### src/rtl/cart_defs.svh
// widths, cpu address windows and header constants of the cartridge mapper, include where needed
`ifndef CART_DEFS_SVH
`define CART_DEFS_SVH

// ------------------------------
// bus widths
`define CART_ADDR_W 16 // cpu cartridge address
`define CART_DATA_W 8  // cpu data byte
`define DL_ADDR_W   25 // download byte address
`define DL_DATA_W   16 // download word, low byte at the even address
`define ROM_WADDR_W 22 // 9 bank bits + 13 word-offset bits
`define CRAM_ADDR_W 17 // 128 KB of cartridge ram
`define ROM_BANK_W  9  // up to 512 banks for mbc5
`define RAM_BANK_W  4  // up to 16 banks of 8 KB

// ------------------------------
// cpu windows, compared against cart_addr[15:13]
`define WIN_RAM_EN   3'b000     // 0000-1fff ram enable
`define WIN_ROM_BANK 3'b001     // 2000-3fff rom bank select
`define WIN_RAM_BANK 3'b010     // 4000-5fff ram bank / rtc select
`define WIN_MODE     3'b011     // 6000-7fff mbc1 mode
`define WIN_CRAM     3'b101     // a000-bfff cartridge ram
`define MBC2_NIB_WIN 7'b1010000 // cart_addr[15:9], the 512 x 4 mbc2 ram

// ------------------------------
// header and magic values
`define HDR_TYPE_OFS   'h146 // high byte = cartridge type
`define HDR_SIZE_OFS   'h148 // low byte = rom size, high byte = ram size
`define RAM_ENABLE_KEY 4'hA  // low nibble that opens the ram
`define CRAM_OPEN_BUS  8'hFF // what a disabled ram reads back as

`endif
### src/rtl/cart_pkg.sv
// shared types of the cartridge mapper, referenced as cart_pkg::name by every stage
`include "cart_defs.svh"

package cart_pkg;

	// ------------------------------
	// mapper kind, decoded once from the header type byte
	typedef enum logic [2:0] {
		MBC_NONE = 3'd0, // plain 32k rom, bank from address bit 14
		MBC_1    = 3'd1, // types 1..3
		MBC_2    = 3'd2, // types 5..6, built-in 512 x 4 ram
		MBC_3    = 3'd3, // types 15..19, rtc mode reads zero here
		MBC_5    = 3'd5  // types 25..30, nine bit rom bank
	} mbc_kind_t;

	// ------------------------------
	// bank numbers

	// rom bank, also used for the rom size mask
	typedef logic [`ROM_BANK_W-1:0] rom_bank_t;

	// ram bank, also used for the ram size mask
	typedef logic [`RAM_BANK_W-1:0] ram_bank_t;

endpackage

### src/rtl/mbc_addr_map.sv
// pipeline stage 2: maps a cpu access to a rom word address or a cartridge ram address
`timescale 1ns/100ps
`include "cart_defs.svh"

module mbc_addr_map (
	input  logic                    clk_sys,
	input  logic                    reset,
	input  cart_pkg::mbc_kind_t     mbc_kind,
	input  cart_pkg::rom_bank_t     rom_mask,
	input  cart_pkg::ram_bank_t     ram_mask,
	input  cart_pkg::rom_bank_t     rom_bank_reg,
	input  cart_pkg::ram_bank_t     ram_bank_reg,
	input  logic                    mbc1_mode,
	input  logic                    dl_wr,
	input  logic [`DL_ADDR_W-1:0]   dl_addr,
	input  logic [`DL_DATA_W-1:0]   dl_data,
	input  logic                    s1_rd,
	input  logic                    s1_wr,
	input  logic [`CART_ADDR_W-1:0] s1_addr,
	input  logic [`CART_DATA_W-1:0] s1_data,
	output logic                    rom_rd,
	output logic                    rom_wr,
	output logic [`ROM_WADDR_W-1:0] rom_addr,
	output logic [`DL_DATA_W-1:0]   rom_wdata,
	output logic                    s2_cram_rd,
	output logic                    s2_cram_wr,
	output logic [`CRAM_ADDR_W-1:0] s2_cram_addr,
	output logic [`CART_DATA_W-1:0] s2_cram_data,
	output logic                    s2_mbc2_nibble // a000-a1ff on mbc2, upper nibble open
);

	logic                    dl_wr_q;    // download word aligned with stage 1
	logic [`ROM_WADDR_W-1:0] dl_waddr_q;
	logic [`DL_DATA_W-1:0]   dl_data_q;
	cart_pkg::rom_bank_t     upper_bank; // bank seen at 4000-7fff
	cart_pkg::rom_bank_t     rom_bank;
	cart_pkg::ram_bank_t     cram_bank;
	logic                    rom_win;
	logic                    cram_win;

	assign rom_win  = !s1_addr[15];
	assign cram_win = (s1_addr[15:13] == `WIN_CRAM);

	// ------------------------------
	// rom bank per mapper, masked for mirroring of small roms
	always_comb begin
		case (mbc_kind)
			cart_pkg::MBC_1: upper_bank = {2'b00, mbc1_mode ? 2'b00 : ram_bank_reg[1:0],
				rom_bank_reg[4:0]} & rom_mask;
			cart_pkg::MBC_2,
			cart_pkg::MBC_3: upper_bank = {2'b00, rom_bank_reg[6:0]} & rom_mask;
			cart_pkg::MBC_5: upper_bank = rom_bank_reg & rom_mask; // full 9 bits
			default:         upper_bank = 9'd1; // no mbc, 32k linear
		endcase
		rom_bank = s1_addr[14] ? upper_bank : 9'd0; // 0000-3fff is always bank 0
	end

	// ram bank: mbc1 only banks in mode 1, mbc2 has one internal bank
	always_comb begin
		case (mbc_kind)
			cart_pkg::MBC_1: cram_bank = (mbc1_mode ? ram_bank_reg : 4'h0) & ram_mask;
			cart_pkg::MBC_3,
			cart_pkg::MBC_5: cram_bank = ram_bank_reg & ram_mask;
			default:         cram_bank = 4'h0;
		endcase
	end

	// ------------------------------
	// strobes
	always_ff @(posedge clk_sys) begin
		if (reset) begin
			dl_wr_q    <= 1'b0;
			rom_rd     <= 1'b0;
			rom_wr     <= 1'b0;
			s2_cram_rd <= 1'b0;
			s2_cram_wr <= 1'b0;
		end else begin
			dl_wr_q    <= dl_wr;
			rom_wr     <= dl_wr_q;
			rom_rd     <= s1_rd && rom_win && !dl_wr_q; // download owns the rom port
			s2_cram_rd <= s1_rd && cram_win;
			s2_cram_wr <= s1_wr && cram_win;
		end
	end

	// payload
	always_ff @(posedge clk_sys) begin
		dl_waddr_q     <= dl_addr[`ROM_WADDR_W:1]; // byte to word address
		dl_data_q      <= dl_data;
		rom_addr       <= dl_wr_q ? dl_waddr_q : {rom_bank, s1_addr[13:1]};
		rom_wdata      <= dl_data_q;
		s2_cram_addr   <= {cram_bank, s1_addr[12:0]};
		s2_cram_data   <= s1_data;
		s2_mbc2_nibble <= (mbc_kind == cart_pkg::MBC_2) && (s1_addr[15:9] == `MBC2_NIB_WIN);
	end

endmodule

### config.mk
export PLATFORM = sky130hd
export DESIGN_NAME = mbc_addr_map
export DESIGN_NICKNAME = d
export VERILOG_FILES = /design/src/rtl/cart_pkg.sv /design/src/rtl/mbc_addr_map.sv
export VERILOG_INCLUDE_DIRS = /design/src /design/src/rtl
export SDC_FILE = /design/constraint.sdc
export NUM_CORES = 1
export LEC_CHECK = 0
export BUFFER_PORTS_ARGS = -buffer_cell sky130_fd_sc_hd__buf_2
export CAP_MARGIN = 20
export CELL_PAD_IN_SITES_DETAIL_PLACEMENT = 0
export CELL_PAD_IN_SITES_GLOBAL_PLACEMENT = 2
export CORE_MARGIN = 10
export CORE_UTILIZATION = 25
export DETAILED_ROUTE_END_ITERATION = 6
export PLACE_DENSITY = 0.84
export SLEW_MARGIN = 20
export SYNTH_ARGS = -nofsm -noshare
export SYNTH_HDL_FRONTEND = slang
export SYNTH_SLANG_ARGS = --single-unit
export TNS_END_PERCENT = 20
### constraint.sdc
create_clock -name clk_sys -period 1.6 [get_ports clk_sys]
set_input_delay 0.08 -clock clk_sys [delete_from_list [all_inputs] [get_ports clk_sys]]
set_output_delay 0.08 -clock clk_sys [all_outputs]
set_load 0.05 [all_outputs]
# Yosys cells after proc, flatten, opt, wreduce, memory -nomap -nowiden
# Index checks and enable logic that the tools add are counted.
[totals] register_bits=107 inputBits=100 output_inout_bits=68 word_cells=38
[op_classes] eq_ne=6 n_mux=6 bitwise_logic=5 reduce_logical=9
[ops] cell="$pmux W9 S3" n=1
[ops] cell="$mux W22" n=1
[ops] cell="$and A7 B9 Y9" n=2
[ops] cell="$and A9 B9 Y9" n=1
[ops] cell="$mux W9" n=1
[ops] cell="$and A4 B4 Y4" n=2
[ops] cell="$pmux W4 S2" n=1
[ops] cell="$eq A7 B7 Y1 const B" n=1
[ops] cell="$eq A3 B2 Y1 const B" n=2
[ops] cell="$eq A3 B3 Y1 const B" n=2
[ops] cell="$logic_and A1 B1 Y1" n=5
[ops] cell="$mux W4" n=1
[ops] cell="$reduce_or A2 Y1" n=2
[ops] cell="$eq A3 B1 Y1 const B" n=1
[ops] cell="$logic_not A1 Y1" n=2
[ops] cell="$mux W2" n=1

# Logic depth before layout (Yosys ltp)
[depth] ltp_word=5 depth_mapped=4 ltp_nobuf=3

# Least setup slack after synthesis
# No wires, ideal clock.
[synth_timing] path_type="reg2reg" startpoint="reg dl_wr_q" endpoint="reg rom_addr[10]" setup_time_ns=0.121 arrival_ns=1.009 required_ns=1.479 setup_slack_ns=0.471 stages_incl_launch_ff=4 n_path_buf=2 period_less_slack_ns=1.129 path_cell_list="dfxtp_1 > buf_2 > buf_2 > mux2_2"
[synth_via] elab_chain_len=1
[synth_rtl] element="start: declaration" line_no="mbc_addr_map.sv:32" text="logic dl_wr_q;"
[synth_rtl] element="start signal: assignment" line_no="mbc_addr_map.sv:78" text="dl_wr_q <= dl_wr;"
[synth_rtl] element="$mux W22" line_no="mbc_addr_map.sv:90" text="rom_addr <= dl_wr_q ? dl_waddr_q : {rom_bank, s1_addr[13:1]};"
[synth_rtl] element="end signal: assignment" line_no="mbc_addr_map.sv:90"
[synth_rtl] element="end: declaration" line_no="mbc_addr_map.sv:23" text="output logic [`ROM_WADDR_W-1:0] rom_addr,"
# No other way between the ends.
# A chain may end at the register's enable or synchronous reset.

==> impl_metrics.py <==
metrics = {
    "outcome": {
        "outcome": "complete, no violations",
    },
    "global_routing": {
        "grt_max_degree": 20,
        "grt_use_total_pct": 11.16,
        "grt_pass1_wl_um": 13110,
        "grt-ovfl-total": 0,
        "grt_pass1_vias": 2544,
        "antenna_found_initial": 1,
    },
    "worst_setup_path": {
        "crit_family": "buffers and inverters",
        "r2r-start": "dl_wr_q",
        "reg2reg_depth": 3,
        "worstPathCellList": "dlygate4sd3_1 > buf_2 > nand2b_1 > nor3_1 > dlygate4sd3_1",
        "cp_common_cell": "dlygate4sd3_1",
        "critPathLaunchType": "input port",
        "path_buf_inv": 3,
        "slowest_stage": "dlygate4sd3_1",
        "worstSetupEndpointType": "flop",
        "slowest_delay_ps": 550,
        "worstPathRequired_ps": 1910,
        "arrival_ps": 1630,
        "reg2reg_to": "rom_rd",
        "crit_type": "input port to flop",
        "reg2reg_slack_ps": 300,
        "crit_fanout": 4,
    },
    "cells_and_area": {
        "fillers": 954,
        "stdcell_area_um2": 4683,
        "final_common_cell": "buf_2",
        "layout_common_cells": "buf_2 (164), dfxtp_1 (107), dlygate4sd3_1 (87)",
        "regArea_um2": 2142,
        "areaGrowthSynthToFinish_pct": 78.15,
        "multi_input_area_um2": 464.2,
        "finish.utilization_pct": 45.57,
        "fin_nets": 530,
        "drive_gt1_share_pct": 45.98,
    },
    "min_path": {
        "hp-class": "input port to flop",
        "worstHoldEndpoint": "rom_addr[13]",
        "hold_start": "rom_bank_reg[0]",
        "min_path_cells": 3,
    },
    "power_and_ir_drop": {
        "p_total_mw": 5.226,
        "p_leak_nw": 2.204,
        "powerDensity_nw_per_um2": 1116,
        "vdd.ir_drop.worst_mv": 0.5300,
    },
    "die": {
        "core_um2": 10280,
        "die_area_um2": 15020,
        "rows": 37,
        "die_h_um": 122.5,
        "ioPinCount": 168,
        "dieWidth_um": 122.5,
        "start_util_pct": 25.58,
    },
    "clock_network": {
        "clock_sink_count": 107,
        "post_cts_buffers": 0,
        "clockBufferDepth": 2,
        "cts_root_buf": "clkbuf_8",
        "cts_tree": "yes",
        "clkTransAtPathRegs_ps": 100,
        "clkLatencyLatePin_ps": 360,
        "post_cts_resize_count": 0,
        "htree_num_levels": 3,
        "cts-buffers-inserted": 9,
    },
    "yosys": {
        "yosys.area_share.simple_pct": 6.997,
        "synth_cells": 169,
        "yosysUniqueCellTypes": 28,
        "synth_top_family_by_area": "simple AND/OR/NAND/NOR gates",
        "ys_warn_count": 0,
        "yosysSeqAreaShare_pct": 81.49,
        "syn_area_per_cell_um2": 15.55,
        "synth_compound_gate_area_share_pct": 5.093,
        "ys_ff_latch": 107,
        "syn_area_um2": 2629,
        "synth_fp_nets": 269,
        "synth_xor_area_share_pct": 0,
        "synth_fa_ha_area_share_pct": 0,
        "synth.area.mux_share_pct": 5.569,
    },
    "timing": {
        "finalCriticalPeriod_ps": 1318,
        "tns_ps": 0,
        "hold_viol": 0,
        "setup_viol": 0,
        "tightest_slew_ps": 275.1,
        "max_freq_mhz": 758.6,
        "grt_setup_unrepaired": "no",
        "skew_ps": 8.051,
        "whs_ps": 17.17,
        "finalMaxSlewViolations": 0,
        "slew_headroom_pct": 81.63,
        "fin_crit_sh_pct": 82.38,
    },
    "route": {
        "drc": 0,
        "dr.pass1.iters": 4,
        "drtIter0Drc": 53,
        "vias": 2222,
        "routed_wl_um": 8536,
        "postRouteAntennaNets": 0,
        "wl_per_cell_um": 14.90,
        "vias_per_cell": 3.878,
    },
    "place": {
        "place_area_um2": 3620,
        "numPortBuffers": 164,
        "place.gp.congestion": 0.7485,
        "dp_hpwl_um": 6045,
    },
    "flow_run": {
        "cap_viol_max_count": 0,
    },
}
[synthesized netlist by cell type]
library cell	number	area, um2
nor4_2	1	12.51
buf_2	3	15.01
inv_1	2	7.510
nor3_1	2	10.01
nor2b_1	3	18.77
nor2b_2	1	8.760
nand3_1	1	5.000
nand3b_1	1	7.510
nand2_1	6	22.52
nor3b_1	1	7.510
a31oi_1	1	6.260
or4_1	1	7.510
o211ai_1	1	7.510
nor3b_2	1	12.51
a32o_1	6	60.06
a211oi_2	1	12.51
and3b_1	1	8.760
a32oi_1	1	8.760
dfxtp_1	107	2142
nor2_1	1	3.750
and3_1	5	31.28
mux2_2	13	146.4
a21oi_2	1	8.760
o21ai_1	1	5.000
o221ai_1	2	17.52
nand2b_2	1	8.760
nand2b_1	3	18.77
a22oi_1	1	7.510
[where the power goes]
part	leakage [nW]	switching, mW	internal (mW)
Clock	0.0878	0.945	0.600
Sequential	0.899	0.0336	2.81
Combinational	1.22	0.505	0.333
[final cells by class]
class	instances	area share (%)
inverter	2	0.1603
clock buffer	10	2.725
antenna	2	0.1069
tap	136	3.633
timing repair buffer	253	36.44
multi-input combinational	57	9.912
clock inverter	6	1.282
sequential	107	45.74
[metrics by stage]
step,worst slack [ps],instances
2_1_floorplan,470.6,169
3_3_place_gp,390.2,468
3_5_place_dp,367.9,468
4_1_cts,293.9,571
5_1_grt,225.3,572
6_report,281.9,573
[worst max-delay path by stage]
stage	startpoint	to	slack, ps	cells past startpoint
4_1_cts	reset	rom_rd	290	5
5_1_grt	reset	rom_rd	230	5
6_report	reset	rom_rd	280	5
3_5_place_dp	dl_wr_q	rom_addr[20]	370	4
2_1_floorplan	dl_wr_q	rom_addr[10]	470	3
3_3_place_gp	dl_wr_q	rom_addr[21]	390	4
[worst reg2reg max path, cell delays in order, from the launching register on]
cell and delay [ps]:
dfxtp_1 330, buf_4 190, nor3_1 190, dlygate4sd3_1 550
[state kept, by name, summed over array words and instances, names as in the netlist]
name and count:
dl_waddr_q 22, rom_addr 22, s2_cram_addr 17, dl_data_q 16, rom_wdata 16, s2_cram_data 8, dl_wr_q 1, rom_rd 1
rom_wr 1, s2_cram_rd 1, s2_cram_wr 1, s2_mbc2_nibble 1
[what timing repair did]
action	4_1_cts	5_1_grt
endpoints found under the hold margin	89	0
setup endpoints to repair	0	0
hold buffers	87	0
[routing by layer]
| metal | track usage [%] | wire length (um) |
|---|---|---|
| met1 | 11.00 | 3072 |
| met2 | 18.81 | 4317 |
| met3 | 7.163 | 1116 |
| met4 | 3.756 | 29 |
| met5 | 0 | 0 |
[cells by family after synthesis]
group | Yosys count
DFF | 107
AOI/OAI and AO/OA | 15
buffers and inverters | 5
muxes | 13
and+or+nand+nor | 29
No activity file was read; power rests on OpenSTA's default activity.
