===== src/rtl/cart_defs.svh =====
// widths, cpu address windows and header constants of the cartridge mapper, include where needed
`ifndef CART_DEFS_SVH
`define CART_DEFS_SVH

// ------------------------------
// bus widths
`define CART_ADDR_W 16 // cpu cartridge address
`define CART_DATA_W 8  // cpu data byte
`define DL_ADDR_W   25 // download byte address
`define DL_DATA_W   16 // download word, low byte at the even address
`define ROM_WADDR_W 22 // 9 bank bits + 13 word-offset bits
`define CRAM_ADDR_W 17 // 128 KB of cartridge ram
`define ROM_BANK_W  9  // up to 512 banks for mbc5
`define RAM_BANK_W  4  // up to 16 banks of 8 KB

// ------------------------------
// cpu windows, compared against cart_addr[15:13]
`define WIN_RAM_EN   3'b000     // 0000-1fff ram enable
`define WIN_ROM_BANK 3'b001     // 2000-3fff rom bank select
`define WIN_RAM_BANK 3'b010     // 4000-5fff ram bank / rtc select
`define WIN_MODE     3'b011     // 6000-7fff mbc1 mode
`define WIN_CRAM     3'b101     // a000-bfff cartridge ram
`define MBC2_NIB_WIN 7'b1010000 // cart_addr[15:9], the 512 x 4 mbc2 ram

// ------------------------------
// header and magic values
`define HDR_TYPE_OFS   'h146 // high byte = cartridge type
`define HDR_SIZE_OFS   'h148 // low byte = rom size, high byte = ram size
`define RAM_ENABLE_KEY 4'hA  // low nibble that opens the ram
`define CRAM_OPEN_BUS  8'hFF // what a disabled ram reads back as

`endif

===== src/rtl/cart_pkg.sv =====
// shared types of the cartridge mapper, referenced as cart_pkg::name by every stage
`include "cart_defs.svh"

package cart_pkg;

	// ------------------------------
	// mapper kind, decoded once from the header type byte
	typedef enum logic [2:0] {
		MBC_NONE = 3'd0, // plain 32k rom, bank from address bit 14
		MBC_1    = 3'd1, // types 1..3
		MBC_2    = 3'd2, // types 5..6, built-in 512 x 4 ram
		MBC_3    = 3'd3, // types 15..19, rtc mode reads zero here
		MBC_5    = 3'd5  // types 25..30, nine bit rom bank
	} mbc_kind_t;

	// ------------------------------
	// bank numbers

	// rom bank, also used for the rom size mask
	typedef logic [`ROM_BANK_W-1:0] rom_bank_t;

	// ram bank, also used for the ram size mask
	typedef logic [`RAM_BANK_W-1:0] ram_bank_t;

endpackage


===== src/rtl/cart_header_capture.sv =====
// snoops the rom download for the cartridge header and decodes mapper kind and bank masks
`timescale 1ns/100ps
`include "cart_defs.svh"

module cart_header_capture (
	input  logic                   clk_sys,
	input  logic                   reset,
	input  logic                   dl_active, // high for the whole image load
	input  logic                   dl_wr,     // one word per strobe
	input  logic [`DL_ADDR_W-1:0]  dl_addr,
	input  logic [`DL_DATA_W-1:0]  dl_data,
	output cart_pkg::mbc_kind_t    mbc_kind,
	output cart_pkg::rom_bank_t    rom_mask,
	output cart_pkg::ram_bank_t    ram_mask
);

	logic [7:0] cart_type; // header 0x147
	logic [7:0] rom_size;  // header 0x148
	logic [7:0] ram_size;  // header 0x149

	// header bytes, valid from the edge that samples their word
	always_ff @(posedge clk_sys) begin
		if (reset) begin
			cart_type <= 8'h00;
			rom_size  <= 8'h00;
			ram_size  <= 8'h00;
		end else if (dl_active && dl_wr) begin
			if (dl_addr == `HDR_TYPE_OFS)
				cart_type <= dl_data[15:8]; // low byte is the sgb flag, not kept
			if (dl_addr == `HDR_SIZE_OFS) begin
				rom_size <= dl_data[7:0];
				ram_size <= dl_data[15:8];
			end
		end
	end

	// ------------------------------
	// decode

	always_comb begin
		case (cart_type) inside
			[8'd1:8'd3]:   mbc_kind = cart_pkg::MBC_1;
			[8'd5:8'd6]:   mbc_kind = cart_pkg::MBC_2;
			[8'd15:8'd19]: mbc_kind = cart_pkg::MBC_3;
			[8'd25:8'd30]: mbc_kind = cart_pkg::MBC_5;
			default:       mbc_kind = cart_pkg::MBC_NONE; // mmm01, huc, tama etc not mapped
		endcase
	end

	// code n keeps the low n+1 bank bits, so 0 -> 2 banks and 8 -> 512 banks
	always_comb begin
		if (rom_size <= 8'd8)
			rom_mask = ~(9'h1FF << (rom_size[3:0] + 4'd1));
		else
			rom_mask = 9'h07F; // odd sizes 0x52..0x54 treated as 128 banks
	end

	always_comb begin
		if (ram_size >= 8'd4)
			ram_mask = 4'hF; // 128k, 16 banks
		else if (ram_size == 8'd3)
			ram_mask = 4'h3; // 32k, 4 banks
		else
			ram_mask = 4'h0; // none, 2k or 8k: single bank
	end

	// the header can only arrive as part of an image load
	a_dl_in_window: assert property (@(posedge clk_sys) disable iff (reset)
		dl_wr |-> dl_active)
		else $error("dl_wr outside dl_active");

endmodule


===== config.mk =====
export PLATFORM = sky130hd
export DESIGN_NAME = cart_header_capture
export DESIGN_NICKNAME = d
export VERILOG_FILES = /design/src/rtl/cart_pkg.sv /design/src/rtl/cart_header_capture.sv
export VERILOG_INCLUDE_DIRS = /design/src /design/src/rtl
export SDC_FILE = /design/constraint.sdc
export NUM_CORES = 1
export LEC_CHECK = 0
export ABC_AREA = 1
export BUFFER_PORTS_ARGS = -buffer_cell sky130_fd_sc_hd__buf_2
export CORE_ASPECT_RATIO = 2
export CORE_MARGIN = 2
export CORE_UTILIZATION = 44
export CTS_CLUSTER_DIAMETER = 200
export CTS_CLUSTER_SIZE = 14
export DETAILED_ROUTE_END_ITERATION = 6
export PLACE_DENSITY_LB_ADDON = 0.05
export SYNTH_ARGS = -nofsm -noshare
export SYNTH_HDL_FRONTEND = slang
export SYNTH_SLANG_ARGS = --single-unit

===== constraint.sdc =====
create_clock -name clk_sys -period 1 [get_ports clk_sys]
set_input_delay 0.05 -clock clk_sys [delete_from_list [all_inputs] [get_ports clk_sys]]
set_output_delay 0.05 -clock clk_sys [all_outputs]
set_load 0.01 [all_outputs]

After elaboration in Yosys (flattened, before gate mapping)
Index checks and enable logic that the tools add are counted.
{"block": "classes", "mux": 7, "n_addsub": 1, "n_shift": 1, "n_eq_ne": 3, "reduce_logical": 7, "n_bitwise": 1, "magnitude_cmp": 10}
{"op": "equality test 25 x 9 -> 1 bit (second input constant)", "n": 2}
{"op": "greater-or-equal comparator 8 x 3 -> 1 bit (second input constant)", "n": 2}
{"op": "less-or-equal comparator 8 x 5 -> 1 bit (second input constant)", "n": 2}
{"op": "two-way mux 3 bit", "n": 4}
{"op": "two-way mux 9 bit", "n": 1}
{"op": "inverter 9 bit", "n": 1}
{"op": "left shift 9 x 4 -> 9 bit (first input constant)", "n": 1}
{"op": "equality test 8 x 2 -> 1 bit (second input constant)", "n": 1}
{"op": "greater-or-equal comparator 8 x 1 -> 1 bit (second input constant)", "n": 1}
{"op": "greater-or-equal comparator 8 x 4 -> 1 bit (second input constant)", "n": 1}
{"op": "greater-or-equal comparator 8 x 5 -> 1 bit (second input constant)", "n": 1}
{"op": "less-or-equal comparator 8 x 2 -> 1 bit (second input constant)", "n": 1}
{"op": "less-or-equal comparator 8 x 3 -> 1 bit (second input constant)", "n": 1}
{"op": "less-or-equal comparator 8 x 4 -> 1 bit (second input constant)", "n": 1}
{"op": "logical AND 1 bit", "n": 5}
{"op": "adder 4 x 1 -> 4 bit (second input constant)", "n": 1}
{"op": "two-way mux 4 bit", "n": 1}
{"op": "AND reduction 2 bit", "n": 2}
{"op": "two-way mux 2 bit", "n": 1}
{"block": "totals", "regBits": 24, "output_inout_bits": 16, "input_bits": 45}

Longest topological paths before layout
{"block": "depth", "depth_word": 6, "mapped_depth": 9}

Least setup slack after synthesis
Ideal clock, no wire load.
{"block": "synth_timing", "kind": "reg-to-output", "startpoint": "register rom_size[1]", "endpoint": "output rom_mask[1]", "arrival_ns": 1.145, "path_stages_with_launch": 7, "slack_ns": -0.195, "t_required_ns": 0.950, "path_cell_list": "dfxtp_1 ha_1 inv_1 ha_1 inv_1 nor2_1 nand2_1"}
{"block": "synth_via", "elab_chain_cells": 4, "elab_cells_between_ends": 5}
{"element": "start: declaration", "line": "cart_header_capture.sv:18", "rtl": "logic [7:0] rom_size;"}
{"element": "start signal: assignment", "line": "cart_header_capture.sv:31", "rtl": "rom_size <= dl_data[7:0];"}
{"element": "adder 4 x 1 -> 4 bit", "line": "cart_header_capture.sv:53", "rtl": "rom_mask = ~(9'h1FF << (rom_size[3:0] + 4'd1));"}
{"element": "left shift 9 x 4 -> 9 bit", "line": "cart_header_capture.sv:53"}
{"element": "inverter 9 bit", "line": "cart_header_capture.sv:53"}
{"element": "two-way mux 9 bit *", "line": "cart_header_capture.sv:52", "rtl": "if (rom_size <= 8'd8)"}
{"element": "end: declaration", "line": "cart_header_capture.sv:13", "rtl": "output cart_pkg::rom_bank_t rom_mask,"}
Mark *: on every way between the ends. The rest lies on a longest branch, timed or not.

Final worst setup path
{"block": "layout_timing", "startpoint": "register rom_size[1]", "endpoint": "output rom_mask[4]"}
Same word-level chain as after synthesis.

==> impl_results.html <==
<table>
<tr><th>Metric</th><th>Value</th></tr>
<tr><th colspan="2">Worst setup path</th></tr>
<tr><td>Family with the most delay on the worst path</td><td>simple AND/OR/NAND/NOR gates</td></tr>
<tr><td>Worst Setup End Kind</td><td>output port</td></tr>
<tr><td>Slowest stage cell, crit path</td><td>sky130_fd_sc_hd__dfxtp_4</td></tr>
<tr><td>Cell chain of the critical path</td><td>inv_4 -&gt; ha_4 -&gt; a21boi_2 -&gt; nor2_2 -&gt; nand2_2 -&gt; or2_4 -&gt; buf_6</td></tr>
<tr><td>Worst path max stage delay</td><td>0.38 ns</td></tr>
<tr><td>Reg2Reg Launch Point</td><td>rom_size[2]</td></tr>
<tr><td>Category of the worst setup path launch point</td><td>register</td></tr>
<tr><td>Worst path buffer plus inverter count</td><td>2</td></tr>
<tr><td>Number of logic stages on the critical path including buffering</td><td>7</td></tr>
<tr><td>Setup slack of the worst register-to-register path</td><td>0.27 ns</td></tr>
<tr><td>Required @ worst endpoint</td><td>0.95 ns</td></tr>
<tr><td>Endpoint arrival time on the critical path</td><td>1.51 ns</td></tr>
<tr><td>Critical path type</td><td>register to output port</td></tr>
<tr><td>CP startpoint</td><td>rom_size[1]</td></tr>
<tr><td>Biggest fanout along the worst timing path</td><td>5</td></tr>
<tr><td>End of the critical path</td><td>rom_mask[4]</td></tr>
<tr><td>End of the worst register-to-register path</td><td>rom_size[2]</td></tr>
<tr><td>Path depth of the worst reg2reg path</td><td>3</td></tr>
<tr><th colspan="2">Flow run</th></tr>
<tr><td>Number of max-cap violations</td><td>0</td></tr>
<tr><th colspan="2">Outcome</th></tr>
<tr><td>Violated checks</td><td>setup timing</td></tr>
<tr><td>Status</td><td>finished with violations</td></tr>
<tr><th colspan="2">Yosys</th></tr>
<tr><td>Number of library cell types mapped by synthesis</td><td>26</td></tr>
<tr><td>Sequential-to-total area share from yosys stat</td><td>29.9%</td></tr>
<tr><td>Number of nets in the synthesized netlist</td><td>314</td></tr>
<tr><td>Netlist area before placement</td><td>1610 um2</td></tr>
<tr><td>Average footprint of a synthesized cell</td><td>6.09 um2</td></tr>
<tr><td>Synth Warn #</td><td>0</td></tr>
<tr><td>Number of instances in the synthesized netlist</td><td>264</td></tr>
<tr><td>Flop and latch count out of synthesis</td><td>24</td></tr>
<tr><th colspan="2">GRT</th></tr>
<tr><td>Pin count of the biggest net entering global routing</td><td>25</td></tr>
<tr><td>First-pass GRT wire length</td><td>6560 um</td></tr>
<tr><td>Vias in the first global route</td><td>1,635</td></tr>
<tr><td>Antenna violations before repair</td><td>0</td></tr>
<tr><td>Global-route total usage across every layer</td><td>20.9%</td></tr>
<tr><td>Total global routing overflow</td><td>0</td></tr>
<tr><th colspan="2">Floorplanning</th></tr>
<tr><td>Starting Density</td><td>45.1%</td></tr>
<tr><td>Vert. Die Dim</td><td>89.5 um</td></tr>
<tr><td>Area enclosed by the die boundary</td><td>4190 um2</td></tr>
<tr><td>I/O pins</td><td>61</td></tr>
<tr><td>Row Count</td><td>31</td></tr>
<tr><td>Core area</td><td>3570 um2</td></tr>
<tr><td>Floorplan die width</td><td>46.8 um</td></tr>
<tr><th colspan="2">Clock network</th></tr>
<tr><td>CTS buffer count</td><td>3</td></tr>
<tr><td>CTS H-tree depth</td><td>1</td></tr>
<tr><td>Root cell of the clock tree</td><td>sky130_fd_sc_hd__clkbuf_8</td></tr>
<tr><td>Deepest clock path buffer count</td><td>2</td></tr>
<tr><td>Worst skew pair latency</td><td>0.27 ns</td></tr>
<tr><td>Total number of clock tree sinks</td><td>24</td></tr>
<tr><td>Clock-pin slew on the worst setup and hold paths</td><td>0.08 ns</td></tr>
<tr><td>TritonCTS clock tree</td><td>done</td></tr>
<tr><td>Number of buffers inserted by hold repair at cts</td><td>0</td></tr>
<tr><th colspan="2">Timing</th></tr>
<tr><td>Worst slew margin relative to its limit</td><td>83.6%</td></tr>
<tr><td>Final count of negative-setup-slack endpoints</td><td>16</td></tr>
<tr><td>Max Clock Freq</td><td>0.642 GHz</td></tr>
<tr><td>Final Cycle Share</td><td>156%</td></tr>
<tr><td>Final critical-path setup slack</td><td>-0.558 ns</td></tr>
<tr><td>Transition time at the pin with the least slew margin</td><td>0.245 ns</td></tr>
<tr><td>Final hold violation count</td><td>0</td></tr>
<tr><td>RSZ-0062 raised after global routing</td><td>yes</td></tr>
<tr><td>Final worst clock skew</td><td>0 ns</td></tr>
<tr><td>Final count of pins violating max slew</td><td>0</td></tr>
<tr><td>Time the worst path needs with I/O delays and setup</td><td>1.56 ns</td></tr>
<tr><td>Setup TNS</td><td>-6.33 ns</td></tr>
<tr><th colspan="2">Layout</th></tr>
<tr><td>Top library cells by usage in the layout, fill and taps aside</td><td>sky130_fd_sc_hd__nor2_1, sky130_fd_sc_hd__buf_2, sky130_fd_sc_hd__nand2_1</td></tr>
<tr><td>Final Cell Area</td><td>2330 um2</td></tr>
<tr><td>Share of layout cells above drive strength 1</td><td>38.4%</td></tr>
<tr><td>Post-layout nets</td><td>382</td></tr>
<tr><td>Layout overhead on the synthesized area</td><td>44.7%</td></tr>
<tr><td>N_diodes</td><td>0</td></tr>
<tr><td>Finished Core Util</td><td>65.3%</td></tr>
<tr><td>Most common cell after layout, fill and taps aside</td><td>sky130_fd_sc_hd__nor2_1</td></tr>
<tr><th colspan="2">Detailed routing</th></tr>
<tr><td>Vias after detailed routing</td><td>1,779</td></tr>
<tr><td>Total length of routed wires</td><td>3790 um</td></tr>
<tr><td>Length of the first detailed-routing pass in iterations</td><td>4</td></tr>
<tr><td>Post-route DRC</td><td>0</td></tr>
<tr><td>Number of DRC markers in iteration 0</td><td>33</td></tr>
<tr><td>Routed WL per cell</td><td>9.98 um</td></tr>
<tr><td>Via/cell ratio</td><td>4.68</td></tr>
<tr><td>Antenna viol nets, final</td><td>0</td></tr>
<tr><th colspan="2">Power and ir drop</th></tr>
<tr><td>Worst VDD drop</td><td>0.852 mV</td></tr>
<tr><td>Clk network pwr share</td><td>38.9%</td></tr>
<tr><td>Total power per unit cell area</td><td>827 nW/um2</td></tr>
<tr><td>Sw Share</td><td>22.4%</td></tr>
<tr><td>Power spent charging and discharging nets</td><td>432 uW</td></tr>
<tr><td>Proportion of power drawn by flip-flops and latches</td><td>49.2%</td></tr>
<tr><td>Standby leakage power</td><td>0.00119 uW</td></tr>
<tr><td>Internal Pwr Total</td><td>1500 uW</td></tr>
<tr><td>Comb pwr share</td><td>11.9%</td></tr>
<tr><th colspan="2">Placement</th></tr>
<tr><td>Final weighted congestion in routability-driven placement</td><td>0.698</td></tr>
<tr><td>Buffers on Ports</td><td>60</td></tr>
<tr><td>Standard cell area after detailed placement</td><td>2110 um2</td></tr>
<tr><td>Sum of net half-perimeters after detailed placement</td><td>3040 um</td></tr>
<tr><th colspan="2">Worst hold path</th></tr>
<tr><td>Path type of the worst min-delay path</td><td>input pin to register</td></tr>
</table>
## worst min-delay path by stage
| stage | start | endpoint | slack (ns) | depth (start not counted) |
|---|---|---|---|---|
| 4_1_cts | dl_data[4] | rom_size[4] | 0.09 | 5 |
| 2_1_floorplan | reset | rom_size[3] | 0.25 | 3 |
| 6_report | dl_data[4] | rom_size[4] | 0.09 | 5 |
| 3_5_place_dp | dl_data[4] | rom_size[4] | 0.37 | 5 |
| 3_3_place_gp | dl_data[4] | rom_size[4] | 0.37 | 5 |
| 5_1_grt | dl_data[4] | rom_size[4] | 0.12 | 5 |
## cells in the mapped netlist (all sizes together)
library cell	number	area share, %
a21boi	1	0.47
a21oi	1	0.31
buf	8	3.0
clkbuf	1	0.23
dfxtp	24	30
ha	5	3.9
inv	46	11
nand2	49	11
nand3	9	3.4
nand4	27	10
nor2	83	22
nor3	2	0.62
nor3b	1	0.47
nor4	1	0.39
o21ai	3	0.93
or2	2	0.78
xor2	1	0.54
## cells by family after synthesis
logic type | count (synthesis) | share of synthesized area [%]
AO/OA/AOI/OAI | 5 | 1.71
XOR/XNOR | 1 | 0.544
adder cells (fa/ha/maj) | 5 | 3.89
buffers and inverters | 55 | 14.2
flip-flops | 24 | 29.9
AND/OR/NAND/NOR | 174 | 49.8
## power by group through the flow
| stage | logic [uW] | clock network, uW | registers, uW |
|---|---|---|---|
| 3_5_place_dp | 230 | 0 | 972 |
| 3_3_place_gp | 228 | 0 | 972 |
| 2_1_floorplan | 101 | 0 | 972 |
| 5_1_grt | 263 | 795 | 949 |
| 6_report | 229 | 749 | 949 |
| 4_1_cts | 231 | 765 | 949 |
## metal layers
metal	part of all wire (%)	vias to the layer above	track usage (%)	wire (um)
met5	0	-	0	0
met4	1.2	0	7.83	47
met3	4.0	4	2.22	151
met2	61	43	41.1	2310
met1	34	785	20.3	1280
li1	-	947	-	-
## timing repair
| item | CTS | global route |
|---|---|---|
| pin swaps | 9 | 10 |
| gates resized for setup | 21 | 13 |
| buffers inserted | 2 | 0 |
| setup endpoints to repair | 16 | 16 |
## registers in the layout, summed over array words and instances, names as in the netlist
name and flops:
cart_type 8, ram_size 8, rom_size 8
## metrics by stage
step / hold WS [ns] / total power, uW / std cells / setup slack, ns
after global routing: 0.122 / 2010 / 380 / -0.632
final: 0.0871 / 1930 / 380 / -0.558
after detailed placement: 0.370 / 1200 / 374 / -0.270
after global placement: 0.367 / 1200 / 374 / -0.256
after floorplan: 0.251 / 1070 / 264 / -0.113
after CTS: 0.0913 / 1950 / 380 / -0.558
## tightest hold or removal path: cells and delay by family
kind / cells / cell delay (ns)
buffers and inverters: 2 / 0.10
AND/OR/NAND/NOR: 3 / 0.17
## layout make-up
type                            instances  area, um2
Fill cell                             378       1240
Multi-Input combinational cell        185       1060
Sequential cell                        24        494
Timing Repair Buffer                   72        465
Inverter                               46        183
Clock buffer                            4       66.3
Tap cell                               49       61.3
Power figures use the tool's default switching activity.
