**src/rtl/cart_defs.svh**
```systemverilog
// widths, cpu address windows and header constants of the cartridge mapper, include where needed
`ifndef CART_DEFS_SVH
`define CART_DEFS_SVH

// ------------------------------
// bus widths
`define CART_ADDR_W 16 // cpu cartridge address
`define CART_DATA_W 8  // cpu data byte
`define DL_ADDR_W   25 // download byte address
`define DL_DATA_W   16 // download word, low byte at the even address
`define ROM_WADDR_W 22 // 9 bank bits + 13 word-offset bits
`define CRAM_ADDR_W 17 // 128 KB of cartridge ram
`define ROM_BANK_W  9  // up to 512 banks for mbc5
`define RAM_BANK_W  4  // up to 16 banks of 8 KB

// ------------------------------
// cpu windows, compared against cart_addr[15:13]
`define WIN_RAM_EN   3'b000     // 0000-1fff ram enable
`define WIN_ROM_BANK 3'b001     // 2000-3fff rom bank select
`define WIN_RAM_BANK 3'b010     // 4000-5fff ram bank / rtc select
`define WIN_MODE     3'b011     // 6000-7fff mbc1 mode
`define WIN_CRAM     3'b101     // a000-bfff cartridge ram
`define MBC2_NIB_WIN 7'b1010000 // cart_addr[15:9], the 512 x 4 mbc2 ram

// ------------------------------
// header and magic values
`define HDR_TYPE_OFS   'h146 // high byte = cartridge type
`define HDR_SIZE_OFS   'h148 // low byte = rom size, high byte = ram size
`define RAM_ENABLE_KEY 4'hA  // low nibble that opens the ram
`define CRAM_OPEN_BUS  8'hFF // what a disabled ram reads back as

`endif
```
**src/rtl/cart_pkg.sv**
```systemverilog
// shared types of the cartridge mapper, referenced as cart_pkg::name by every stage
`include "cart_defs.svh"

package cart_pkg;

	// ------------------------------
	// mapper kind, decoded once from the header type byte
	typedef enum logic [2:0] {
		MBC_NONE = 3'd0, // plain 32k rom, bank from address bit 14
		MBC_1    = 3'd1, // types 1..3
		MBC_2    = 3'd2, // types 5..6, built-in 512 x 4 ram
		MBC_3    = 3'd3, // types 15..19, rtc mode reads zero here
		MBC_5    = 3'd5  // types 25..30, nine bit rom bank
	} mbc_kind_t;

	// ------------------------------
	// bank numbers

	// rom bank, also used for the rom size mask
	typedef logic [`ROM_BANK_W-1:0] rom_bank_t;

	// ram bank, also used for the ram size mask
	typedef logic [`RAM_BANK_W-1:0] ram_bank_t;

endpackage

```
**src/rtl/mbc_bank_regs.sv**
```systemverilog
// pipeline stage 1: bank select registers written by the cpu, each access forwarded one cycle later
`timescale 1ns/100ps
`include "cart_defs.svh"

module mbc_bank_regs (
	input  logic                    clk_sys,
	input  logic                    reset,
	input  logic                    dl_active,   // holds the registers at their reset values
	input  cart_pkg::mbc_kind_t     mbc_kind,
	input  logic                    cart_rd,
	input  logic                    cart_wr,
	input  logic [`CART_ADDR_W-1:0] cart_addr,
	input  logic [`CART_DATA_W-1:0] cart_di,
	output cart_pkg::rom_bank_t     rom_bank_reg,
	output cart_pkg::ram_bank_t     ram_bank_reg,
	output logic                    mbc1_mode,   // 1 = 4/32 mode, ram banked
	output logic                    rtc_mode,    // mbc3 a000-bfff points at the rtc
	output logic                    ram_enable,
	output logic                    s1_rd,
	output logic                    s1_wr,
	output logic [`CART_ADDR_W-1:0] s1_addr,
	output logic [`CART_DATA_W-1:0] s1_data
);

	logic [2:0] win; // 8 KB window of the access
	logic       is_mbc5;

	assign win     = cart_addr[15:13];
	assign is_mbc5 = (mbc_kind == cart_pkg::MBC_5);

	// ------------------------------
	// register writes
	always_ff @(posedge clk_sys) begin
		if (reset || dl_active) begin
			rom_bank_reg <= 9'd1;
			ram_bank_reg <= 4'd0;
			mbc1_mode    <= 1'b0;
			rtc_mode     <= 1'b0;
			ram_enable   <= 1'b0;
		end else if (cart_wr) begin
			case (win)
				`WIN_RAM_EN: ram_enable <= (cart_di[3:0] == `RAM_ENABLE_KEY);
				`WIN_ROM_BANK: begin
					if (is_mbc5) begin
						if (cart_addr[12])
							rom_bank_reg[8] <= cart_di[0];   // 3000-3fff high bit
						else
							rom_bank_reg[7:0] <= cart_di;    // 2000-2fff low byte
					end else if (cart_di[6:0] == 7'd0) begin
						rom_bank_reg <= 9'd1;                // bank 0 maps to 1 on mbc1-3
					end else begin
						rom_bank_reg <= {2'b00, cart_di[6:0]};
					end
				end
				`WIN_RAM_BANK: begin
					if (mbc_kind == cart_pkg::MBC_3) begin
						if (cart_di[3]) begin
							rtc_mode <= 1'b1; // 08-0c select an rtc register
						end else begin
							rtc_mode     <= 1'b0;
							ram_bank_reg <= {2'b00, cart_di[1:0]};
						end
					end else if (is_mbc5) begin
						ram_bank_reg <= cart_di[3:0];
					end else begin
						ram_bank_reg <= {2'b00, cart_di[1:0]}; // mbc1 upper bits
					end
				end
				`WIN_MODE: if (mbc_kind == cart_pkg::MBC_1) mbc1_mode <= cart_di[0];
				default: ; // a000-ffff is not a register
			endcase
		end
	end

	// ------------------------------
	// forward the access to the address map
	always_ff @(posedge clk_sys) begin
		if (reset) begin
			s1_rd <= 1'b0;
			s1_wr <= 1'b0;
		end else begin
			s1_rd <= cart_rd;
			s1_wr <= cart_wr;
		end
	end

	always_ff @(posedge clk_sys) begin
		s1_addr <= cart_addr;
		s1_data <= cart_di;
	end

	a_rd_wr_excl: assert property (@(posedge clk_sys) disable iff (reset)
		!(cart_rd && cart_wr))
		else $error("cart_rd and cart_wr strobed together");

	// bank 0 remap must hold across header loads and register writes
	a_no_bank0: assert property (@(posedge clk_sys) disable iff (reset || dl_active)
		(mbc_kind inside {cart_pkg::MBC_1, cart_pkg::MBC_2, cart_pkg::MBC_3})
		|-> (rom_bank_reg != 9'd0))
		else $error("rom bank 0 on mbc1-3, bank %h", rom_bank_reg);

endmodule

```
**config.mk**
```make
export PLATFORM = sky130hd
export DESIGN_NAME = mbc_bank_regs
export DESIGN_NICKNAME = d
export VERILOG_FILES = /design/src/rtl/cart_pkg.sv /design/src/rtl/mbc_bank_regs.sv
export VERILOG_INCLUDE_DIRS = /design/src /design/src/rtl
export SDC_FILE = /design/constraint.sdc
export NUM_CORES = 1
export LEC_CHECK = 0
export BUFFER_PORTS_ARGS = -buffer_cell sky130_fd_sc_hd__buf_2
export CAP_MARGIN = 20
export CORE_AREA = 2 2 46 80
export CTS_BUF_LIST = sky130_fd_sc_hd__clkbuf_4 sky130_fd_sc_hd__clkbuf_8
export CTS_CLUSTER_DIAMETER = 100
export DETAILED_ROUTE_END_ITERATION = 8
export DIE_AREA = 0 0 48 82
export PLACE_DENSITY = 0.74
export SYNTH_ARGS = -nofsm -noshare
export SYNTH_HDL_FRONTEND = slang
export SYNTH_SLANG_ARGS = --single-unit
```
**constraint.sdc**
```tcl
create_clock -name clk_sys -period 1.1 [get_ports clk_sys]
set_input_delay 0.11 -clock clk_sys [delete_from_list [all_inputs] [get_ports clk_sys]]
set_output_delay 0.11 -clock clk_sys [all_outputs]
set_load 0.02 [all_outputs]
```
=== Word level (Yosys, flattened, before mapping) ===
Index checks and enable logic that the tools add are counted.

* Flip-flop bits (word level): 42

* Eq/ne operators: 10
* Multiplexer cells: 8
* Reduce and logical (&&, ||, !) cells: 9

{| class="wikitable"
|+ Operators with widths
! kind !! count
|-
| 3-bit AND reduction || 5
|-
| 4-bit 2-to-1 mux || 3
|-
| 3-bit by 2-bit == test with 1-bit output (second input constant) || 3
|-
| 9-bit 2-to-1 mux || 1
|-
| 8-bit 2-to-1 mux || 1
|-
| 7-bit logical NOT || 1
|-
| 7-bit 2-to-1 mux || 1
|-
| 3-bit by 1-bit == test with 1-bit output (second input constant) || 2
|-
| 2-bit inequality test (second input constant) || 3
|-
| 4-bit == test (second input constant) || 1
|-
| 3-bit == test (second input constant) || 1
|-
| 3-bit logical NOT || 1
|-
| 1-bit 2-to-1 mux || 2
|-
| 2-bit AND reduction || 1
|-
| 1-bit logical OR || 1
|}

=== Depth between registers and ports, before layout ===
Gate-level depths: netlist of run 1.

* Depth in word-level cells: 3
* Gate-level depth with buffers: 5
* Gate-level depth less buffers: 4

=== Least setup slack after synthesis of run 1 ===
No wires, ideal clock.

* Kind: input to register
* Start: input dl_active
* End: register rom_bank_reg[0]
* Setup time: 0.124 ns
* Arrival: 0.928 ns
* Path slack: 0.048 ns
* Stages: 4
* Buffers on the path: 1
* Cell sequence: or2_2 clkbuf_1 nor4_1 a21oi_1

* Longest elaborated chain between the ends: 1

{| class="wikitable"
|+ Ends and longest elaborated chain
! item !! RTL line !! RTL
|-
| from (decl) || mbc_bank_regs.sv:8 || <nowiki>input logic dl_active,</nowiki>
|-
| 1-bit logical OR || mbc_bank_regs.sv:34 || <nowiki>if (reset || dl_active) begin</nowiki>
|-
| to (signal assigned) || mbc_bank_regs.sv:48 || <nowiki>rom_bank_reg[7:0] <= cart_di;</nowiki>
|-
| to (signal assigned) || mbc_bank_regs.sv:52 || <nowiki>rom_bank_reg <= {2'b00, cart_di[6:0]};</nowiki>
|-
| to (decl) || mbc_bank_regs.sv:14 || <nowiki>output cart_pkg::rom_bank_t rom_bank_reg,</nowiki>
|}

No other way between the ends.
A chain may end at the register's enable or synchronous reset.

=== Worst setup path after layout of run 1 ===
* Start: input cart_di[1]
* End: register ram_enable

* Longest elaborated chain between the ends: 1

{| class="wikitable"
|+ Ends and longest elaborated chain
! item !! RTL line !! RTL
|-
| from (decl) || mbc_bank_regs.sv:13 || <nowiki>input logic [`CART_DATA_W-1:0] cart_di,</nowiki>
|-
| 4-bit == test (no source line) || n/a ||
|-
| to (signal assigned) || mbc_bank_regs.sv:42 || <nowiki>`WIN_RAM_EN: ram_enable <= (cart_di[3:0] == `RAM_ENABLE_KEY);</nowiki>
|-
| to (decl) || mbc_bank_regs.sv:18 || <nowiki>output logic ram_enable,</nowiki>
|}

No other way between the ends.

==> impl_metrics.toml, run 1 <==
[status]
status = "complete, no violations"

[clocking]
root_buffer = "clkbuf_8"
cts_sinks = 42
cts_tree = "yes"
clkTransAtPathRegs_ns = 0.08
postCtsSetupBuffers = 0
clock_path_buffers = 2
cts_buffers = 5
insertion_delay_ns = 0.29
cts.htree.levels = 2

[logic_synthesis]
yosysUniqueCellTypes = 27
synth-main-ff-cell = "dfxtp_1"
ys_ff_latch = 42
synth.avg_cell_area_um2 = 11.9
synth_top_family_by_area = "simple AND/OR/NAND/NOR gates"
synth_mux_area_share_pct = 5.57
synth_most_common_cell = "dfxtp_1"
yosysTopAreaCellShare_pct = 66.8
synth_fa_ha_area_share_pct = 0
syn_inst = 106
synth-simple-area-share_pct = 20.0
synth_edf_count = 0
synth_area_leaders = "dfxtp_1 (67%), mux2i_1 (5.6%), nor2_1 (3.9%)"
synth-seq-area-share_pct = 66.8
synthXorXnorAreaFrac_pct = 0
async_reset_ff_share_pct = 0
syn_area_mm2 = 0.00126
syn-num-nets = 138
synth.top_cells.by_count = "dfxtp_1 (42), nor2_1 (13), nand3_1 (9)"
synth_compound_area_share_pct = 5.86
ys.warnings.count = 0
yosysTopAreaCell = "dfxtp_1"

[hold_path]
hp-class = "primary input to flop"
hold_start = "reset"
holdPathStages = 2
hold_path_end = "s1_wr$_SDFF_PP0_"

[detailed_routing]
wl_per_cell_um = 13.1
via_count = 1188
met1_length_um = 1110
drt_pass1_iterations = 4
drc_errors = 0
via_per_inst = 4.57
first_iter_violations = 18
wl_met3_um = 270
drt_wl_total_um = 3410
top_layer_used = "met4"
ant_nets = 0
wl_met2_um = 1930

[worst_setup_path]
reg2reg_slack_ns = 0.36
worst-r2r-cell-count = 3
path_buf_inv = 2
cp_cell_sequence = "dlygate4sd3_1, buf_2, nor4bb_2, mux2i_1, nor2_1"
crit_path_max_incr_delay_ns = 0.51
crit_slowest_cell = "dlygate4sd3_1"
critPathRequiredTime_ns = 1.34
worst_setup_path_start_kind = "primary input"
crit_family = "buffers and inverters"
critPathCaptureType = "flop"
critPathKind = "primary input to flop"
r2r_start = "rom_bank_reg[0]$_SDFFE_PP1P_"
crit_fanout = 5
worstPathArrival_ns = 1.24
r2r-end = "rom_bank_reg[0]$_SDFFE_PP1P_"

[sta]
setup_viol = 0
fin_crit_ns = 1.01
hold_slack_ns = 0.0144
finClkSkew_ns = 0
rsz0062_at_grt = "false"
fmax_mhz = 991
fin_ws_ns = 0.0909
slew_violations = 0
finalCritPeriodShare_pct = 91.7
finalHoldViolCount = 0
slew_headroom_pct = 74.0
tightest_slew_ns = 0.390

[cells_and_area]
nFillCells = 289
diodes = 0
nets = 246
finalNonFillerCells = 260
synthToLayoutAreaGrowth_pct = 63.2
drive_gt1_share_pct = 46.0
largest_reg_flops = 16
design_area_mm2 = 0.00205

[floorplan]
row_count = 28
core_mm2 = 0.00333
start_util_pct = 37.8
die_w_um = 48
die_h_um = 82
ios = 74
dieArea_mm2 = 0.00394

[global_route]
antenna_found_initial = 0
grt.overflow.total = 0
grt_usage_pct = 18.8
grt_pass1_vias = 1164
grt_max_degree = 14
grt_pass1_wl_um = 5090

[pwr]
vdd_drop_max_mv = 0.913
powerDensity_mw_per_mm2 = 1510
total_power_w = 0.00310
power.leakage_nw = 0.998

[placement]
dp.cells = 234
gp_congestion = 0.784
post-place-ws_ns = -0.162
place_area_mm2 = 0.00176
port_buffers = 73
hpwlAfterDp_um = 2420

[job]
cap_viol_max_count = 0
-- cells in the final DEF, fill, tap and decap left out --
cell,count
nand4bb_4,1
buf_4,13
nand3_1,9
nor2_1,13
dfxtp_1,42
nor2b_1,2
clkbuf_8,5
and2b_2,1
and3b_1,1
mux2i_1,7
inv_1,1
nand4b_1,3
nor4_1,1
nand2_1,3
bufinv_16,1
nor3_1,1
clkinv_2,2
dlygate4sd3_1,18
o21ai_0,6
nand3b_1,1
a32oi_1,1
nor3b_1,1
a21o_1,1
o31ai_1,1
a21oi_1,2
a32o_1,1
nor4bb_2,1
or2_2,1
or4_1,1
buf_2,73
and4bb_2,1
-- where the power goes --
part	internal [W]	switching, W
Combinational	0.000171	0.000177
Clock	0.000667	0.000497
Sequential	0.00157	0.0000125
-- cell type report --
cell class                      instances  area, µm²  area share [%]
Sequential cell                        42        841            40.9
Timing Repair Buffer                  104        643            31.3
Multi-Input combinational cell         60        402            19.5
Clock buffer                            5       68.8            3.35
Tap cell                               45       56.3            2.74
Clock inverter                          3       40.0            1.95
Inverter                                1       3.75           0.183
-- worst register-to-register path, stage by stage, from the launching register on --
cell and delay [ns]:
dfxtp_1 0.33, nor2_1 0.05, a32o_1 0.20, a21oi_1 0.10
-- stage by stage --
stage	util, %	setup TNS (ns)
6_report	61.7	0
5_1_grt	61.7	0
4_1_cts	61.5	0
3_5_place_dp	52.9	-1.34
3_3_place_gp	52.9	-0.872
2_1_floorplan	-	0
-- routing by layer --
| layer | track usage [%] | vias to the layer above |
|---|---|---|
| met5 | 0 | - |
| met4 | 10.0 | 0 |
| met1 | 16.2 | 532 |
| li1 | - | 586 |
| met3 | 3.96 | 9 |
| met2 | 36.3 | 61 |
-- repair_timing --
item                                    in CTS  in global routing
hold endpoints to repair                    18                  0
endpoints found under the setup margin       0                  1
hold buffers                                18                  0
resized for setup                            0                  1
-- kinds of logic after synthesis --
group	after synthesis
buffers and inverters	4
DFF	42
muxes	7
AOI/OAI and AO/OA	12
and+or+nand+nor	41
-- worst max path at each step --
stage               slack (ns)                           end         from  cells past startpoint
floorplan                 0.05  rom_bank_reg[0]$_SDFFE_PP1P_    dl_active                      4
detailed placement       -0.16  rom_bank_reg[3]$_SDFFE_PP0P_  mbc_kind[1]                      5
global route             0.002       ram_enable$_SDFFE_PP0P_   cart_di[1]                      5
CTS                       0.05       ram_enable$_SDFFE_PP0P_   cart_di[1]                      5
global placement         -0.10  rom_bank_reg[3]$_SDFFE_PP0P_  mbc_kind[1]                      5
finish                    0.09       ram_enable$_SDFFE_PP0P_   cart_di[1]                      5
Power figures use the tool's default switching activity.
==> run 2: changes to the inputs <==
- CORE_AREA: 2 2 46 80 -> 2 2 52 91
- DIE_AREA: 0 0 48 82 -> 0 0 54 93
- PLACE_DENSITY: 0.74 -> not set
==> run 2 against run 1 <==
Net effect:
- flip-flop and latch count stayed put
- total power is 0.23% lower
- routed wire length is 2.6% lower
- clock power hardly changed
- critical path depth is 4 lower
- sequential power hardly changed
- register-to-register slack hardly changed
- setup slack better by 0.10 ns
- maximum frequency is 12% higher
- sequential share of layout area is 0.075 points lower
- critical endpoint is now rom_bank_reg[7]
==> impl_metrics.toml, run 2 (synthesized netlist as in run 1, its figures left out) <==
[status]
status = "complete, no violations"

[worst_setup_path]
crit_path_max_incr_delay_ns = 0.34
worst_setup_path_start_kind = "flop"
worstPathArrival_ns = 0.79
critPathCaptureType = "output pin"
path_buf_inv = 1
crit_family = "flip-flops"
crit_slowest_cell = "dfxtp_1"
crit_fanout = 2
critPathRequiredTime_ns = 0.99
cp_cell_sequence = "buf_2"
critPathKind = "flop to output pin"

[sta]
setup_viol = 0
slew_headroom_pct = 75.1
fmax_mhz = 1110
setup_tns_ns = 0
fin_ws_ns = 0.196
finClkSkew_ns = 0
finalCritPeriodShare_pct = 82.2
tightest_slew_ns = 0.374
finalHoldViolCount = 0
rsz0062_at_grt = "false"
slew_violations = 0
hold_slack_ns = 0.0166
fin_crit_ns = 0.904

[global_route]
antenna_found_initial = 0
grt_max_degree = 14
grt_pass1_wl_um = 5000
grt.overflow.total = 0
grt_usage_pct = 13.9
grt_pass1_vias = 1166

[detailed_routing]
first_iter_violations = 16
via_per_inst = 4.43
drt_wl_total_um = 3320
drc_errors = 0
ant_nets = 0
via_count = 1179
drt_pass1_iterations = 4
wl_per_cell_um = 12.5

[cells_and_area]
design_area_mm2 = 0.00206
synthToLayoutAreaGrowth_pct = 63.5
drive_gt1_share_pct = 45.1
nFillCells = 424
nets = 246
seq_area_um2 = 841
diodes = 0
multi_input_area_um2 = 395
final_cell_mix = "buf_2 (73), dfxtp_1 (42), dlygate4sd3_1 (19)"
largest_reg_flops = 16
final_common_cell = "buf_2"

[clocking]
cts-resized-gates = 0
postCtsSetupBuffers = 0
root_buffer = "clkbuf_8"
cts_sinks = 42
cts_tree = "yes"
clock_path_buffers = 2
cts.htree.levels = 2
clkTransAtPathRegs_ns = 0.08
cts_buffers = 5
insertion_delay_ns = 0.29

[pwr]
vdd_drop_max_mv = 1.20
seqPwrFrac_pct = 51.3
p_sw_share_pct = 22.1
power.leakage_nw = 0.997
power_switching_w = 0.000682
power_frac_clock_pct = 37.6
powerDensity_mw_per_mm2 = 1500
p_int_w = 0.00241
p_comb_share_pct = 11.1

[placement]
post-place-ws_ns = -0.102
hpwlAfterDp_um = 2410
place_area_mm2 = 0.00176
port_buffers = 73
gp_congestion = 0.729

[floorplan]
die_h_um = 93
start_util_pct = 29.1
core_mm2 = 0.00432
row_count = 32
ios = 74
die_w_um = 54
dieArea_mm2 = 0.00502

[hold_path]
hp-class = "primary input to flop"

[job]
cap_viol_max_count = 0
-- run 2: changes by cell type in the layout (fill, tap and decap cells not counted), sizes merged --
cell	delta
buf	-1
dlygate4sd3	+1
-- run 2: cell type report --
class / count / area share [%]
inverter: 1 / 0.182
tap: 51 / 3.10
timing repair buffer: 104 / 31.4
clock inverter: 3 / 1.95
clock buffer: 5 / 3.34
multi-input combinational: 60 / 19.2
sequential: 42 / 40.9
-- run 2: final timing paths --
path	slack [ns]	end	cells past startpoint	startpoint
setup / recovery	0.20	rom_bank_reg[7]	1	rom_bank_reg[7]$_SDFFE_PP0P_
hold / removal	0.02	s1_rd$_SDFF_PP0_	2	reset
setup reg to reg	0.37	rom_bank_reg[0]$_SDFFE_PP1P_	3	rom_bank_reg[0]$_SDFFE_PP1P_
hold reg to reg	0.47	ram_bank_reg[3]$_SDFFE_PP0P_	2	ram_bank_reg[3]$_SDFFE_PP0P_
-- run 2: power by group through the flow --
stage,clock [W],combinational [W],sequential (W)
2_1_floorplan,0,0.0000519,0.00169
5_1_grt,0.00127,0.000373,0.00159
6_report,0.00116,0.000343,0.00159
4_1_cts,0.00119,0.000340,0.00158
3_5_place_dp,0,0.000293,0.00162
3_3_place_gp,0,0.000293,0.00162
-- run 2: layer usage --
| layer | GRT usage [%] | vias to the layer above | part of all wire, % |
|---|---|---|---|
| met5 | 0 | - | 0 |
| met4 | 5.63 | 0 | 1.9 |
| met3 | 5.43 | 7 | 13 |
| met2 | 25.6 | 77 | 49 |
| met1 | 12.8 | 510 | 36 |
| li1 | - | 585 | - |
-- run 2: timing repair --
action | 4_1_cts | 5_1_grt
endpoints found under the setup margin | 0 | 0
endpoints found under the hold margin | 17 | 2
hold buffers | 17 | 2
-- run 2: per-stage QoR --
stage / std cells / utilization (%) / total power, W
2_1_floorplan: 106 / - / 0.00174
5_1_grt: 266 / 47.6 / 0.00323
3_5_place_dp: 239 / 40.7 / 0.00191
3_3_place_gp: 239 / 40.7 / 0.00191
4_1_cts: 264 / 47.1 / 0.00312
6_report: 266 / 47.6 / 0.00309
==> run 3: changes to the inputs <==
- clock period: 1.1 -> 0.8 ns (I/O delays scaled with it)
==> run 3 against run 2 <==
Net effect:
- the flow now finishes with violations (setup timing)
- via count grew 4.7%
- clock skew is the same
- clock power rose by 37%
- utilization is 10 points higher
- non-clock buffer count up 6
- critical path type unchanged
- largest cell class is now buffers
- highest routed layer unchanged
==> impl_metrics.toml, run 3 (synthesized netlist as in run 1, its figures left out) <==
[global_route]
grt_use_met1_pct = 14.3
grtUsageMet2_pct = 28.4
grt_max_degree = 14
busiest_layer = "met2"
grt.overflow.total = 0
antenna_found_initial = 0
grt_pass1_vias = 1282
use_met3_pct = 3.99
grt_pass1_wl_um = 5640
grt_usage_pct = 15.4

[worst_setup_path]
worstPathArrival_ns = 0.76
cp_cell_sequence = "buf_6"
worst_setup_path_start_kind = "flop"
critPathCaptureType = "output pin"
crit_slowest_cell = "dfxtp_2"
path_buf_inv = 1
crit_family = "flip-flops"
critPathRequiredTime_ns = 0.72
critPathKind = "flop to output pin"
crit_fanout = 2
crit_path_max_incr_delay_ns = 0.36

[clocking]
cts_sinks = 42
insertion_delay_ns = 0.28
cts.htree.levels = 2
cts_buffers = 5
clock_path_buffers = 2
clkTransAtPathRegs_ns = 0.07
cts_tree = "yes"
root_buffer = "clkbuf_8"

[sta]
fmax_mhz = 1190
tightest_slew_ns = 0.232
fin_ws_ns = -0.0421
hold_slack_ns = 0.0101
finalHoldViolCount = 0
fin_crit_ns = 0.842
finClkSkew_ns = 0
finalCritPeriodShare_pct = 105
setup_viol = 37
slew_headroom_pct = 84.4
rsz0062_at_grt = "true"
slew_violations = 0

[cells_and_area]
diodes = 0
final_common_cell = "buf_6"
design_area_mm2 = 0.00249
final_cell_mix = "buf_6 (45), dfxtp_2 (42), buf_2 (27)"
synthToLayoutAreaGrowth_pct = 98.0
finalNonFillerCells = 272
largest_reg_flops = 16
drive_gt1_share_pct = 67.4
nets = 252

[status]
status = "finished, violations left"
violations = "setup timing"

[pwr]
vdd_drop_max_mv = 1.47
power.leakage_nw = 1.12
powerDensity_mw_per_mm2 = 1770

[placement]
port_buffers = 73
gp_congestion = 0.863
post-place-ws_ns = -0.422
dp.cells = 242
place_area_mm2 = 0.00180
hpwlAfterDp_um = 2540

[floorplan]
die_w_um = 54
core_mm2 = 0.00432
row_count = 32
ios = 74
die_h_um = 93
start_util_pct = 29.1
dieArea_mm2 = 0.00502

[job]
cap_viol_max_count = 0

[detailed_routing]
wl_per_cell_um = 13.5
first_iter_violations = 4
drc_errors = 0
drt_wl_total_um = 3680
drt_pass1_iterations = 4
via_per_inst = 4.54
via_count = 1235
ant_nets = 0

[hold_path]
hp-class = "primary input to flop"
[run 3: cell types whose count changed in the layout (fill, tap and decap cells not counted), moves of 3 or more]
cell,before,now
buf_6,0,45
dfxtp_1,42,0
buf_2,73,27
dlygate4sd3_1,19,22
buf_4,12,16
dfxtp_2,0,42
[run 3: worst paths after layout]
path	start	to	slack, ns	cells past startpoint
worst max register to register	rom_bank_reg[0]$_SDFFE_PP1P_	rom_bank_reg[0]$_SDFFE_PP1P_	0.04	3
worst min-delay path	cart_rd	s1_rd$_SDFF_PP0_	0.01	2
worst max-delay path	ram_bank_reg[3]$_SDFFE_PP0P_	ram_bank_reg[3]	-0.04	1
worst min register to register	mbc1_mode$_SDFFE_PP0P_	mbc1_mode$_SDFFE_PP0P_	0.48	2
[run 3: layer usage]
| layer | vias to the layer above | wire length (µm) |
|---|---|---|
| met5 | - | 0 |
| met4 | 0 | 97 |
| met3 | 8 | 294 |
| met2 | 56 | 2060 |
| met1 | 566 | 1230 |
| li1 | 605 | - |
[run 3: power breakdown]
group / leakage (nW) / switching [W] / internal (W)
Sequential: 0.356 / 0.0000353 / 0.00218
Combinational: 0.704 / 0.000255 / 0.000349
Clock: 0.0579 / 0.000676 / 0.000918
[run 3: timing repair]
action	in CTS	in global routing
hold buffers	22	0
endpoints found under the hold margin	22	0
pin swaps	0	4
setup endpoints to repair	50	50
resized for setup	133	4
buffers inserted	1	0
[run 3: layout make-up]
class / instances / area [µm²]
fill: 355 / 1830
clock buffer: 5 / 68.8
clock inverter: 3 / 40.0
timing repair buffer: 110 / 982
tap: 51 / 63.8
multi-input combinational: 60 / 440
inverter: 1 / 3.75
sequential: 42 / 893
[run 3: stage by stage]
| step | util, % | power, W | setup TNS, ns |
|---|---|---|---|
| detailed placement | 41.6 | 0.00265 | -4.86 |
| floorplan | - | 0.00241 | -0.907 |
| global route | 57.6 | 0.00460 | -1.74 |
| finish | 57.6 | 0.00441 | -0.489 |
| global placement | 41.6 | 0.00265 | -4.64 |
| CTS | 57.5 | 0.00447 | -1.05 |
